**src/hw/pkt_gen_pkg.sv**
```systemverilog
//--------------------------------------------------------------------------
// shared types, register map and constants of the packet generator
// imported by the RTL modules and by the testbench
//--------------------------------------------------------------------------
package pkt_gen_pkg;

   typedef logic [7:0]  addr_t;   // register bus address
   typedef logic [31:0] word_t;   // register bus data
   typedef logic [63:0] beat_t;   // one stream word
   typedef logic [2:0]  empty_t;  // empty bytes in the eop word
   typedef logic [15:0] len_t;    // payload length, byte count

   typedef enum logic [2:0] {
      st_idle        = 3'd0,
      st_dest_src    = 3'd1,    // word 0, sop
      st_src_len_seq = 3'd2,    // word 1
      st_data        = 3'd3,    // payload words
      st_transition  = 3'd4     // single gap cycle between packets
   } state_t;

   //-----------------------------------------------------------------------
   // register map
   //-----------------------------------------------------------------------
   localparam addr_t addr_num_pkts       = 8'h00;
   localparam addr_t addr_random_payload = 8'h02;
   localparam addr_t addr_start          = 8'h03;
   localparam addr_t addr_stop           = 8'h04;
   localparam addr_t addr_mac_sa0        = 8'h05;  // sa 31:0
   localparam addr_t addr_mac_sa1        = 8'h06;  // sa 47:32
   localparam addr_t addr_mac_da0        = 8'h07;
   localparam addr_t addr_mac_da1        = 8'h08;
   localparam addr_t addr_tx_pkt_cnt     = 8'h09;  // read only
   localparam addr_t addr_rnd_seed0      = 8'h0a;
   localparam addr_t addr_rnd_seed1      = 8'h0b;
   localparam addr_t addr_rnd_seed2      = 8'h0c;
   localparam addr_t addr_pkt_length     = 8'h0d;

   localparam len_t hdr_bytes   = 16'd16;    // two header words
   localparam len_t max_payload = 16'd9584;

   localparam int prbs_w    = 23;
   localparam int prbs_tap  = 18;            // x^23 + x^18 + 1
   localparam int seed_w    = 3 * prbs_w;
   localparam int seed_hi_w = seed_w - 64;   // bits kept from seed word 2

   // nonzero so the generators never lock up at all zeros
   localparam word_t                seed0_rst = 32'h5eed_0000;
   localparam word_t                seed1_rst = 32'h5eed_0001;
   localparam logic [seed_hi_w-1:0] seed2_rst = 5'h0d;

   localparam beat_t      incr_first = 64'h0001_0203_0405_0607;
   localparam logic [7:0] incr_step  = 8'd8;  // added to every byte

endpackage

```
**src/hw/frame_builder.sv**
```systemverilog
`timescale 1ns/1ps
//--------------------------------------------------------------------------
// builds header and payload words and drives the stream registers
// outputs follow the FSM state by one tx_ready cycle
//--------------------------------------------------------------------------
module frame_builder (
   input  logic                reset,           // clock
   input  logic                clk,             // async reset
   input  pkt_gen_pkg::state_t state,
   input  logic                tx_ready,
   input  logic                random_payload,
   input  logic [47:0]         mac_sa,
   input  logic [47:0]         mac_da,
   input  pkt_gen_pkg::len_t   length,
   input  logic [15:0]         seq_num,
   input  logic                last_word,
   input  pkt_gen_pkg::beat_t  prbs,
   output pkt_gen_pkg::beat_t  tx_data,
   output logic                tx_valid,
   output logic                tx_sop,
   output logic                tx_eop,
   output pkt_gen_pkg::empty_t tx_empty
);
   import pkt_gen_pkg::*;

   beat_t incr_pat;     // incrementing payload word
   beat_t incr_nxt;
   beat_t word_sel;     // word for the current state

   // each byte steps on its own, wrapping at 256
   always_comb begin
      for (int b = 0; b < 8; b++) begin
         incr_nxt[b*8 +: 8] = incr_pat[b*8 +: 8] + incr_step;
      end
   end

   always_ff @(posedge reset or posedge clk) begin
      if (clk)                  incr_pat <= incr_first;
      else if (state != st_data) incr_pat <= incr_first;   // restart per packet
      else if (tx_ready)        incr_pat <= incr_nxt;
   end

   always_comb begin
      case (state)
         st_dest_src:    word_sel = {mac_da, mac_sa[47:32]};
         st_src_len_seq: word_sel = {mac_sa[31:0], length, seq_num};
         default:        word_sel = random_payload ? prbs : incr_pat;
      endcase
   end

   //-----------------------------------------------------------------------
   // stream registers, all hold while tx_ready is low
   //-----------------------------------------------------------------------
   always_ff @(posedge reset or posedge clk) begin
      if (clk) begin
         tx_data  <= '0;
         tx_valid <= 1'b0;
         tx_sop   <= 1'b0;
         tx_eop   <= 1'b0;
         tx_empty <= '0;
      end else if (tx_ready) begin
         tx_data  <= word_sel;
         tx_valid <= state inside {st_dest_src, st_src_len_seq, st_data};
         tx_sop   <= (state == st_dest_src);
         tx_eop   <= last_word;                    // only high in word 1 or data
         tx_empty <= (state == st_data && last_word) ? 3'd0 - length[2:0] : 3'd0;
      end
   end

   a_empty_on_eop: assert property (@(posedge reset) disable iff (clk)
      tx_empty != '0 |-> tx_valid && tx_eop);

endmodule

```
**src/hw/pkt_csr.sv**
```systemverilog
`timescale 1ns/1ps
//--------------------------------------------------------------------------
// register bank of the packet generator
// decodes bus writes, returns reads one cycle late, pulses start
//--------------------------------------------------------------------------
module pkt_csr (
   input  logic                           reset,        // clock
   input  logic                           clk,          // async reset, active high
   input  pkt_gen_pkg::addr_t             address,
   input  logic                           write,
   input  logic                           read,
   input  pkt_gen_pkg::word_t             writedata,
   output pkt_gen_pkg::word_t             readdata,
   output logic                           waitrequest,
   input  pkt_gen_pkg::word_t             tx_pkt_cnt,
   output logic                           start,
   output logic                           stop,
   output pkt_gen_pkg::word_t             num_pkts,
   output logic                           random_payload,
   output pkt_gen_pkg::len_t              pkt_length,
   output logic [47:0]                    mac_sa,
   output logic [47:0]                    mac_da,
   output logic [pkt_gen_pkg::seed_w-1:0] seed
);
   import pkt_gen_pkg::*;

   word_t                mac_sa0;
   logic [15:0]          mac_sa1;
   word_t                mac_da0;
   logic [15:0]          mac_da1;
   word_t                seed0;
   word_t                seed1;
   logic [seed_hi_w-1:0] seed2;
   logic                 start_reg;   // self-clearing start bit
   logic                 start_d;     // for edge detection
   logic                 wr_d;
   logic                 rd_d;

   //-----------------------------------------------------------------------
   // configuration registers
   //-----------------------------------------------------------------------
   always_ff @(posedge reset or posedge clk) begin
      if (clk) begin
         num_pkts       <= '0;
         random_payload <= 1'b0;
         stop           <= 1'b0;
         mac_sa0        <= '0;
         mac_sa1        <= '0;
         mac_da0        <= '0;
         mac_da1        <= '0;
         seed0          <= seed0_rst;
         seed1          <= seed1_rst;
         seed2          <= seed2_rst;
         pkt_length     <= '0;
      end else if (write) begin
         case (address)
            addr_num_pkts:       num_pkts       <= writedata;
            addr_random_payload: random_payload <= writedata[0];
            addr_stop:           stop           <= writedata[0];   // level, seen between packets
            addr_mac_sa0:        mac_sa0        <= writedata;
            addr_mac_sa1:        mac_sa1        <= writedata[15:0];
            addr_mac_da0:        mac_da0        <= writedata;
            addr_mac_da1:        mac_da1        <= writedata[15:0];
            addr_rnd_seed0:      seed0          <= writedata;
            addr_rnd_seed1:      seed1          <= writedata;
            addr_rnd_seed2:      seed2          <= writedata[seed_hi_w-1:0];
            addr_pkt_length:     pkt_length     <= writedata[15:0];
            default: ;
         endcase
      end
   end

   assign mac_sa = {mac_sa1, mac_sa0};
   assign mac_da = {mac_da1, mac_da0};
   assign seed   = {seed2, seed1, seed0};   // 5 + 32 + 32 bits

   // start bit sets on the write and drops on the next edge
   always_ff @(posedge reset or posedge clk) begin
      if (clk) begin
         start_reg <= 1'b0;
         start_d   <= 1'b0;
      end else begin
         start_reg <= write && (address == addr_start) && writedata[0];
         start_d   <= start_reg;
      end
   end

   assign start = start_reg & ~start_d;   // one pulse even if write is held

   // waitrequest on the first cycle of each access
   always_ff @(posedge reset or posedge clk) begin
      if (clk) begin
         wr_d <= 1'b0;
         rd_d <= 1'b0;
      end else begin
         wr_d <= write;
         rd_d <= read;
      end
   end

   assign waitrequest = (write & ~wr_d) | (read & ~rd_d);

   //-----------------------------------------------------------------------
   // read mux, one cycle latency
   //-----------------------------------------------------------------------
   always_ff @(posedge reset or posedge clk) begin
      if (clk) begin
         readdata <= '0;
      end else if (read) begin
         case (address)
            addr_num_pkts:       readdata <= num_pkts;
            addr_random_payload: readdata <= word_t'(random_payload);
            addr_start:          readdata <= word_t'(start_reg);
            addr_stop:           readdata <= word_t'(stop);
            addr_mac_sa0:        readdata <= mac_sa0;
            addr_mac_sa1:        readdata <= word_t'(mac_sa1);
            addr_mac_da0:        readdata <= mac_da0;
            addr_mac_da1:        readdata <= word_t'(mac_da1);
            addr_tx_pkt_cnt:     readdata <= tx_pkt_cnt;
            addr_rnd_seed0:      readdata <= seed0;
            addr_rnd_seed1:      readdata <= seed1;
            addr_rnd_seed2:      readdata <= word_t'(seed2);
            addr_pkt_length:     readdata <= word_t'(pkt_length);
            default:             readdata <= '0;   // unmapped
         endcase
      end
   end

   // the FSM sees exactly one start per write, however long write stays high
   a_start_pulse: assert property (@(posedge reset) disable iff (clk)
      start |=> !start);

endmodule

```
**src/hw/pkt_gen_fsm.sv**
```systemverilog
`timescale 1ns/1ps
//--------------------------------------------------------------------------
// packet sequencing FSM, one state per stream word
// advances with tx_ready except for the single transition cycle
//--------------------------------------------------------------------------
module pkt_gen_fsm (
   input  logic                reset,      // clock
   input  logic                clk,        // async reset
   input  logic                start,
   input  logic                stop,
   input  logic                tx_ready,
   input  logic                last_word,  // from the length counter
   input  logic                pkts_done,
   output pkt_gen_pkg::state_t state
);
   import pkt_gen_pkg::*;

   state_t state_nxt;

   always_comb begin
      state_nxt = state;
      case (state)
         st_idle: begin
            if (start) state_nxt = st_dest_src;
         end
         st_dest_src: begin
            if (tx_ready) state_nxt = st_src_len_seq;
         end
         st_src_len_seq: begin
            // zero length packets end on word 1
            if (tx_ready) state_nxt = last_word ? st_transition : st_data;
         end
         st_data: begin
            if (tx_ready && last_word) state_nxt = st_transition;
         end
         st_transition: begin
            // stop only takes effect here, between packets
            state_nxt = (stop || pkts_done) ? st_idle : st_dest_src;
         end
         default: state_nxt = st_idle;
      endcase
   end

   always_ff @(posedge reset or posedge clk) begin
      if (clk) state <= st_idle;
      else     state <= state_nxt;
   end

   a_state_legal: assert property (@(posedge reset) disable iff (clk)
      state inside {st_idle, st_dest_src, st_src_len_seq, st_data, st_transition});

endmodule

```
**src/hw/pkt_gen_top.sv**
```systemverilog
`timescale 1ns/1ps
//--------------------------------------------------------------------------
// packet generator top, register bus in, 64-bit stream out
//--------------------------------------------------------------------------
module pkt_gen_top (
   input  logic                reset,        // clock
   input  logic                clk,          // async reset, active high
   input  pkt_gen_pkg::addr_t  address,
   input  logic                write,
   input  logic                read,
   input  pkt_gen_pkg::word_t  writedata,
   output pkt_gen_pkg::word_t  readdata,
   output logic                waitrequest,
   input  logic                tx_ready,
   output pkt_gen_pkg::beat_t  tx_data,
   output logic                tx_valid,
   output logic                tx_sop,
   output logic                tx_eop,
   output pkt_gen_pkg::empty_t tx_empty
);
   import pkt_gen_pkg::*;

   word_t             tx_pkt_cnt;
   logic              start;
   logic              stop;
   word_t             num_pkts;
   logic              random_payload;
   len_t              pkt_length;
   logic [47:0]       mac_sa;
   logic [47:0]       mac_da;
   logic [seed_w-1:0] seed;
   state_t            state;
   len_t              length;
   logic [15:0]       seq_num;
   logic              last_word;
   logic              pkts_done;
   logic [seed_w-1:0] prbs_m;      // all three generators
   beat_t             prbs;

   // PRBS reloads in idle and steps on word 1 and every payload word
   wire prbs_load = (state == st_idle);
   wire prbs_en   = tx_ready && (state == st_src_len_seq || state == st_data);

   assign prbs = prbs_m[63:0];

   pkt_csr         csr_i   (.*);
   pkt_gen_fsm     fsm_i   (.*);
   pkt_len_counter cnt_i   (.*);
   frame_builder   frame_i (.*);

   prbs23 prbs_0 (
      .reset,
      .clk,
      .load   (prbs_load),
      .enable (prbs_en),
      .seed   (seed[prbs_w-1:0]),
      .m      (prbs_m[prbs_w-1:0])
   );

   prbs23 prbs_1 (
      .reset,
      .clk,
      .load   (prbs_load),
      .enable (prbs_en),
      .seed   (seed[2*prbs_w-1:prbs_w]),
      .m      (prbs_m[2*prbs_w-1:prbs_w])
   );

   prbs23 prbs_2 (
      .reset,
      .clk,
      .load   (prbs_load),
      .enable (prbs_en),
      .seed   (seed[3*prbs_w-1:2*prbs_w]),
      .m      (prbs_m[3*prbs_w-1:2*prbs_w])
   );

endmodule

```
**src/hw/pkt_len_counter.sv**
```systemverilog
`timescale 1ns/1ps
//--------------------------------------------------------------------------
// payload length, byte countdown, sequence number and packet counters
// all update on the same edge as the FSM
//--------------------------------------------------------------------------
module pkt_len_counter (
   input  logic                reset,      // clock
   input  logic                clk,        // async reset
   input  pkt_gen_pkg::state_t state,
   input  logic                tx_ready,
   input  logic                start,
   input  pkt_gen_pkg::len_t   pkt_length,
   input  pkt_gen_pkg::word_t  num_pkts,
   output pkt_gen_pkg::len_t   length,     // payload bytes L
   output logic [15:0]         seq_num,
   output pkt_gen_pkg::word_t  tx_pkt_cnt,
   output logic                last_word,
   output logic                pkts_done
);
   import pkt_gen_pkg::*;

   len_t byte_count;    // payload bytes not yet sent
   len_t len_clamped;

   // header takes 16 bytes, payload capped at max_payload
   always_comb begin
      if (pkt_length < hdr_bytes)                    len_clamped = '0;
      else if (pkt_length > max_payload + hdr_bytes) len_clamped = max_payload;
      else                                           len_clamped = pkt_length - hdr_bytes;
   end

   always_ff @(posedge reset or posedge clk) begin
      if (clk) begin
         length     <= '0;
         byte_count <= '0;
      end else begin
         if (state == st_idle || state == st_transition)
            length <= len_clamped;                  // only between packets
         if (state == st_dest_src && tx_ready)
            byte_count <= length;
         else if (state == st_data && tx_ready)
            byte_count <= byte_count - 16'd8;       // one word gone
      end
   end

   always_ff @(posedge reset or posedge clk) begin
      if (clk) begin
         seq_num    <= '0;
         tx_pkt_cnt <= '0;
      end else if (start) begin
         seq_num    <= '0;
         tx_pkt_cnt <= '0;
      end else begin
         if (state == st_transition) seq_num <= seq_num + 16'd1;
         if (state == st_src_len_seq && tx_ready) tx_pkt_cnt <= tx_pkt_cnt + 32'd1;
      end
   end

   always_comb begin
      case (state)
         st_src_len_seq: last_word = (byte_count == '0);
         st_data:        last_word = (byte_count <= 16'd8);
         default:        last_word = 1'b0;
      endcase
   end

   assign pkts_done = (tx_pkt_cnt >= num_pkts);

   // the FSM leaves data before the count can run out
   a_no_wrap: assert property (@(posedge reset) disable iff (clk)
      state == st_data |-> byte_count != '0);

endmodule

```
**src/hw/prbs23.sv**
```systemverilog
`timescale 1ns/1ps
//--------------------------------------------------------------------------
// 23-bit PRBS, x^23 + x^18 + 1, advances 23 bits per enable
//--------------------------------------------------------------------------
module prbs23 (
   input  logic                           reset,   // clock
   input  logic                           clk,     // async reset
   input  logic                           load,
   input  logic                           enable,
   input  logic [pkt_gen_pkg::prbs_w-1:0] seed,
   output logic [pkt_gen_pkg::prbs_w-1:0] m
);
   import pkt_gen_pkg::*;

   logic [prbs_w-1:0] m_nxt;

   // unrolled, lsb goes out first
   always_comb begin
      m_nxt = m;
      for (int i = 0; i < prbs_w; i++) begin
         m_nxt = {m_nxt[prbs_tap] ^ m_nxt[0], m_nxt[prbs_w-1:1]};
      end
   end

   always_ff @(posedge reset or posedge clk) begin
      if (clk)         m <= '0;
      else if (load)   m <= seed;      // load wins over enable
      else if (enable) m <= m_nxt;
   end

endmodule

```
**config.mk**
```make
export PLATFORM = sky130hd
export DESIGN_NAME = pkt_gen_top
export DESIGN_NICKNAME = d
export VERILOG_FILES = /design/src/hw/pkt_gen_pkg.sv /design/src/hw/frame_builder.sv /design/src/hw/pkt_csr.sv /design/src/hw/pkt_gen_fsm.sv /design/src/hw/pkt_gen_top.sv /design/src/hw/pkt_len_counter.sv /design/src/hw/prbs23.sv
export SDC_FILE = /design/constraint.sdc
export NUM_CORES = 1
export LEC_CHECK = 0
export BUFFER_PORTS_ARGS = -buffer_cell sky130_fd_sc_hd__buf_2
export CORE_AREA = 4 4 219 221
export CTS_BUF_LIST = sky130_fd_sc_hd__clkbuf_8
export DETAILED_ROUTE_END_ITERATION = 10
export DIE_AREA = 0 0 223 225
export GPL_TIMING_DRIVEN = 1
export PLACE_DENSITY = 0.89
export SLEW_MARGIN = 10
export SYNTH_ARGS = -nofsm -noshare
export SYNTH_HDL_FRONTEND = slang
export SYNTH_HIERARCHICAL = 1
export SYNTH_SLANG_ARGS = --single-unit
```
**constraint.sdc**
```tcl
create_clock -name reset -period 7.6 [get_ports reset]
set_input_delay 1.14 -clock reset [delete_from_list [all_inputs] [get_ports reset]]
set_output_delay 1.14 -clock reset [all_outputs]
set_load 0.01 [all_outputs]
```
### Word level (Yosys, flattened, before mapping)

Index checks and enable logic that the tools add are counted.

| storage, ports and cells | value |
|---|---|
| register bits | 537 |
| bits of input ports | 45 |
| word-level logic and storage cells | 204 |

| cells by class | value |
|---|---|
| $add $sub $neg | 13 |
| $lt $le $gt $ge | 4 |
| eq/ne operators | 21 |
| multiplexer cells | 28 |
| bitwise gates (word level) | 76 |
| reduce and logical (&&, ||, !) cells | 32 |

Operator list:

| operator | count |
|---|---|
| $pmux W32 S13 | 1 |
| $mux W64 | 3 |
| $mux W23 | 6 |
| $pmux W64 S2 | 1 |
| $mux W16 | 6 |
| $xor A1 B1 Y1 | 69 |
| $add A8 B4 Y8 const B | 8 |
| $mux W32 | 2 |
| $eq A8 B4 Y1 const B | 6 |
| $add A32 B1 Y32 const B | 1 |
| $eq A8 B3 Y1 const B | 4 |
| $ge A32 B32 Y1 | 1 |
| $reduce_and A2 Y1 | 11 |
| $mux W3 | 6 |
| $add A16 B1 Y16 const B | 1 |
| $eq A8 B2 Y1 const B | 2 |
| $gt A16 B14 Y1 const B | 1 |
| $le A16 B4 Y1 const B | 1 |
| $logic_not A16 Y1 | 1 |
| $lt A16 B5 Y1 const B | 1 |
| $sub A16 B4 Y16 const B | 1 |
| $sub A16 B5 Y16 const B | 1 |
| $pmux W3 S5 | 1 |
| $reduce_bool A2 Y1 | 5 |
| other kinds (18) | 34 |

### Longest topological paths before layout

| depth | value |
|---|---|
| depth after elaboration | 7 |
| mapped depth | 10 |
| mapped depth without buffers | 10 |

### By module

The synthesis kept the hierarchy.

By module, submodules not included:

| module | instances | cells each | area an instance (µm²) | seq. area each (µm²) |
|---|---|---|---|---|
| pkt_csr | 1 | 820 | 11,295.8 | 6,313.6 |
| frame_builder | 1 | 563 | 5,962.0 | 2,778.9 |
| pkt_len_counter | 1 | 555 | 4,981.0 | 2,001.9 |
| prbs23 | 3 | 145 | 1,386.3 | 575.6 |
| pkt_gen_fsm | 1 | 14 | 145.1 | 75.1 |
| pkt_gen_top | 1 | 2 | 13.8 | 0.0 |

### Worst setup path before layout

No wires, ideal clock.

| path | value |
|---|---|
| path type | input-to-output |
| start | input port read |
| end | output port waitrequest |
| data arrival time | 1,992 ps |
| path slack | 4,468 ps |
| cell stages on the path | 4 |
| path buffers | 2 |
| cells stage by stage | clkbuf_1 > clkinv_1 > clkbuf_1 > o22ai_1 |

| on the way | value |
|---|---|
| word-level cells in the longest chain between the ends | 2 |

RTL lines:

| what | line | RTL |
|---|---|---|
| start: declaration | pkt_gen_top.sv:10 | `input logic read,` |
| $and A1 B1 Y1 | pkt_csr.sv:101 | `assign waitrequest = (write & ~wr_d) \| (read & ~rd_d);` |
| $or A1 B1 Y1 | pkt_csr.sv:101 |  |
| end: declaration | pkt_gen_top.sv:13 | `output logic waitrequest,` |

No other way between the ends.

### Worst setup path after layout

Ends and elaborated chain as after synthesis.

==> results.ini <==
[run_status]
status = finished, final reports clean

[synth]
yosys_most_used_dff = dfrtp_1
syn_inst = 2389
synth_top_area_cell = dfrtp_1
ys_seq_area_frac = 0.4856
syn_avg_cell_area_um2 = 11.12
ys_async_sr_fraction = 1.000
synthMostInstantiatedCell = dfrtp_1
synth_top_area_frac = 0.4589
synth_seq_cells = 514
yosysWarnings = 6
ys_types = 87
syn-num-nets = 2480
synth_common_cells = dfrtp_1, mux2_2, nand2_1
synth_edf_count = 0
synth.area.top_cells = dfrtp_1, mux2_2, mux2i_1, xor2_1, a22oi_1
synth.cell_area_um2 = 26560

[clock_network]
cts_made_buffers = 86
cts_tree = done
path_clk_slew_ns = 0.06
cts_root_buffer = clkbuf_8
cts_resized = 0
post_cts_buffers = 0
clk_latency_ns = 0.69
htreeDepth = 3
clockBufferDepth = 3
cts_hold_buf = 0
cts_sinks = 514

[power]
power_density_nw_per_um2 = 324.8
p_leak_nw = 13.30
peakVddDrop_mv = 0.2341

[detailed_routing]
drtIter0Drc = 2878
ant_nets = 0
routedWlPerCell_um = 27.34
drt_first_pass_iters = 6
routed_via_density = 6.742
routed_wl_mm = 86.68
dr_total_vias = 21380
drc = 0

[global_route]
grt_pass1_vias = 20950
grt_pass1_wl_mm = 130.7
grt_antenna_before_repair = 2
grt_max_degree = 133
track_usage = 0.3387
grt_overflow = 0

[place]
port_buffers = 147
gp_congestion = 0.9846
hpwl_mm = 60.50

[sta]
drv_slew = 0
fin_crit_sh = 0.5291
fin_crit_ns = 4.021
setup_viol = 0
hold_viol = 0
max_freq_ghz = 0.2487
finalSetupTns_ns = 0
skew_ns = 0.02829
worst_pin_slew_ns = 1.260
hold_ws_ns = 0.4327
slew_headroom = 0.1576
rsz0062_at_grt = false

[finish]
largest_register_ffs = 64
final_nets = 2586
top_regs = frame_i/tx_data x64, frame_i/incr_pat x41
area_growth_pct = 10.52
seq_area_um2 = 12900
multi_input_area_um2 = 12590
num-fill-cells = 3418
drive_gt1_frac = 0.2498
regMostFlops = frame_i/tx_data

[critical_path]
crit_fanout = 26
path_class = in2out
crit_slowest_cell = clkinv_1
crit_required_ns = 6.46
crit_family = buffers and inverters
cp-start-kind = input pin
critPathCaptureType = primary output
max_stage_delay_ns = 0.84
crit_top_cell = buf_2
cp.arrival_ns = 2.88
worstPathCellList = buf_2 -> clkinv_1 -> o22ai_1 -> buf_2
path_buf_inv = 3

[floorplanning]
die-area_um2 = 50180
ios = 148
rows = 79
fp.coreArea_um2 = 46160
die_h_um = 225
initial_core_util = 0.5753
die_w_um = 223

[job]
drv_cap = 0

[min_path]
hp-class = reg2reg

## report_power, final
part / total (mW) / switching (mW) / internal [mW]
registers: 3.97 / 0.692 / 3.28
clock network: 2.57 / 1.17 / 1.40
logic: 2.99 / 1.73 / 1.26
## per-layer routing
metal,vias up,track usage,part of all wire
li1,8932,-,-
met1,10780,0.4612,0.38
met2,1398,0.5079,0.44
met3,265,0.1003,0.12
met4,0,0.1521,0.050
met5,-,0,0
## layout make-up
type	instances	share of cell area
inverter	86	0.01125
clock inverter	46	0.01019
antenna	2	0.0001705
clock buffer	109	0.05111
multi-input combinational	1631	0.4289
timing repair buffer	176	0.03300
tap	607	0.02588
sequential	514	0.4395
## worst paths after layout
kind,slack (ns),startpoint,cells past startpoint,to
worst min register to register,0.43,csr_i/start_reg$_DFF_PP0_,0,csr_i/start_d$_DFF_PP0_
max in group asynchronous,5.22,clk,4,csr_i/mac_sa0[29]$_DFFE_PP0P_
worst max register to register,4.37,cnt_i/tx_pkt_cnt[0]$_DFFE_PP0P_,10,fsm_i/state[0]$_DFFE_PP0P_
min in group asynchronous,0.53,clk,2,fsm_i/state[2]$_DFFE_PP0P_
worst max-delay path,3.58,read,4,waitrequest
worst min-delay path,0.43,csr_i/start_reg$_DFF_PP0_,0,csr_i/start_d$_DFF_PP0_
## cell families (layout without fill, tap and decap cells)
family | Yosys count | after routing | share of synthesized area
other | 0 | 2 | 0
DFF | 514 | 514 | 0.4856
xor gates and xnor gates | 163 | 163 | 0.05955
and+or+nand+nor | 575 | 575 | 0.1112
buffers and inverters | 244 | 417 | 0.04198
muxes | 341 | 341 | 0.1404
AOI/OAI and AO/OA | 506 | 506 | 0.1396
adders and majority gates | 46 | 46 | 0.02167
## through the flow
step	utilization	power, mW	area, um2	std cells	setup slack (ns)
2_1_floorplan	-	5.961	26560	2389	3.180
3_3_place_gp	0.5967	6.646	27550	3014	3.091
3_5_place_dp	0.5967	6.851	27550	3014	3.110
4_1_cts	0.6357	9.457	29340	3169	3.625
5_1_grt	0.6357	9.952	29340	3169	3.442
6_report	0.6358	9.533	29350	3171	3.579
## cell usage in the layout (no fill, tap or decap), drive strengths merged, types with 46 or more instances in the layout
cell type,Yosys,routed
dfrtp,487,487
mux2,251,251
buf,73,176
nand2,170,170
nor2,130,130
inv,85,112
clkbuf,79,109
a22oi,103,103
xor2,96,96
mux2i,90,90
o21ai,87,87
o221ai,65,65
nand2b,63,63
a21oi,58,58
xnor2,58,58
nand3,52,52
o2bb2ai,50,50
ha,46,46
No activity file was read; power rests on OpenSTA's default activity.
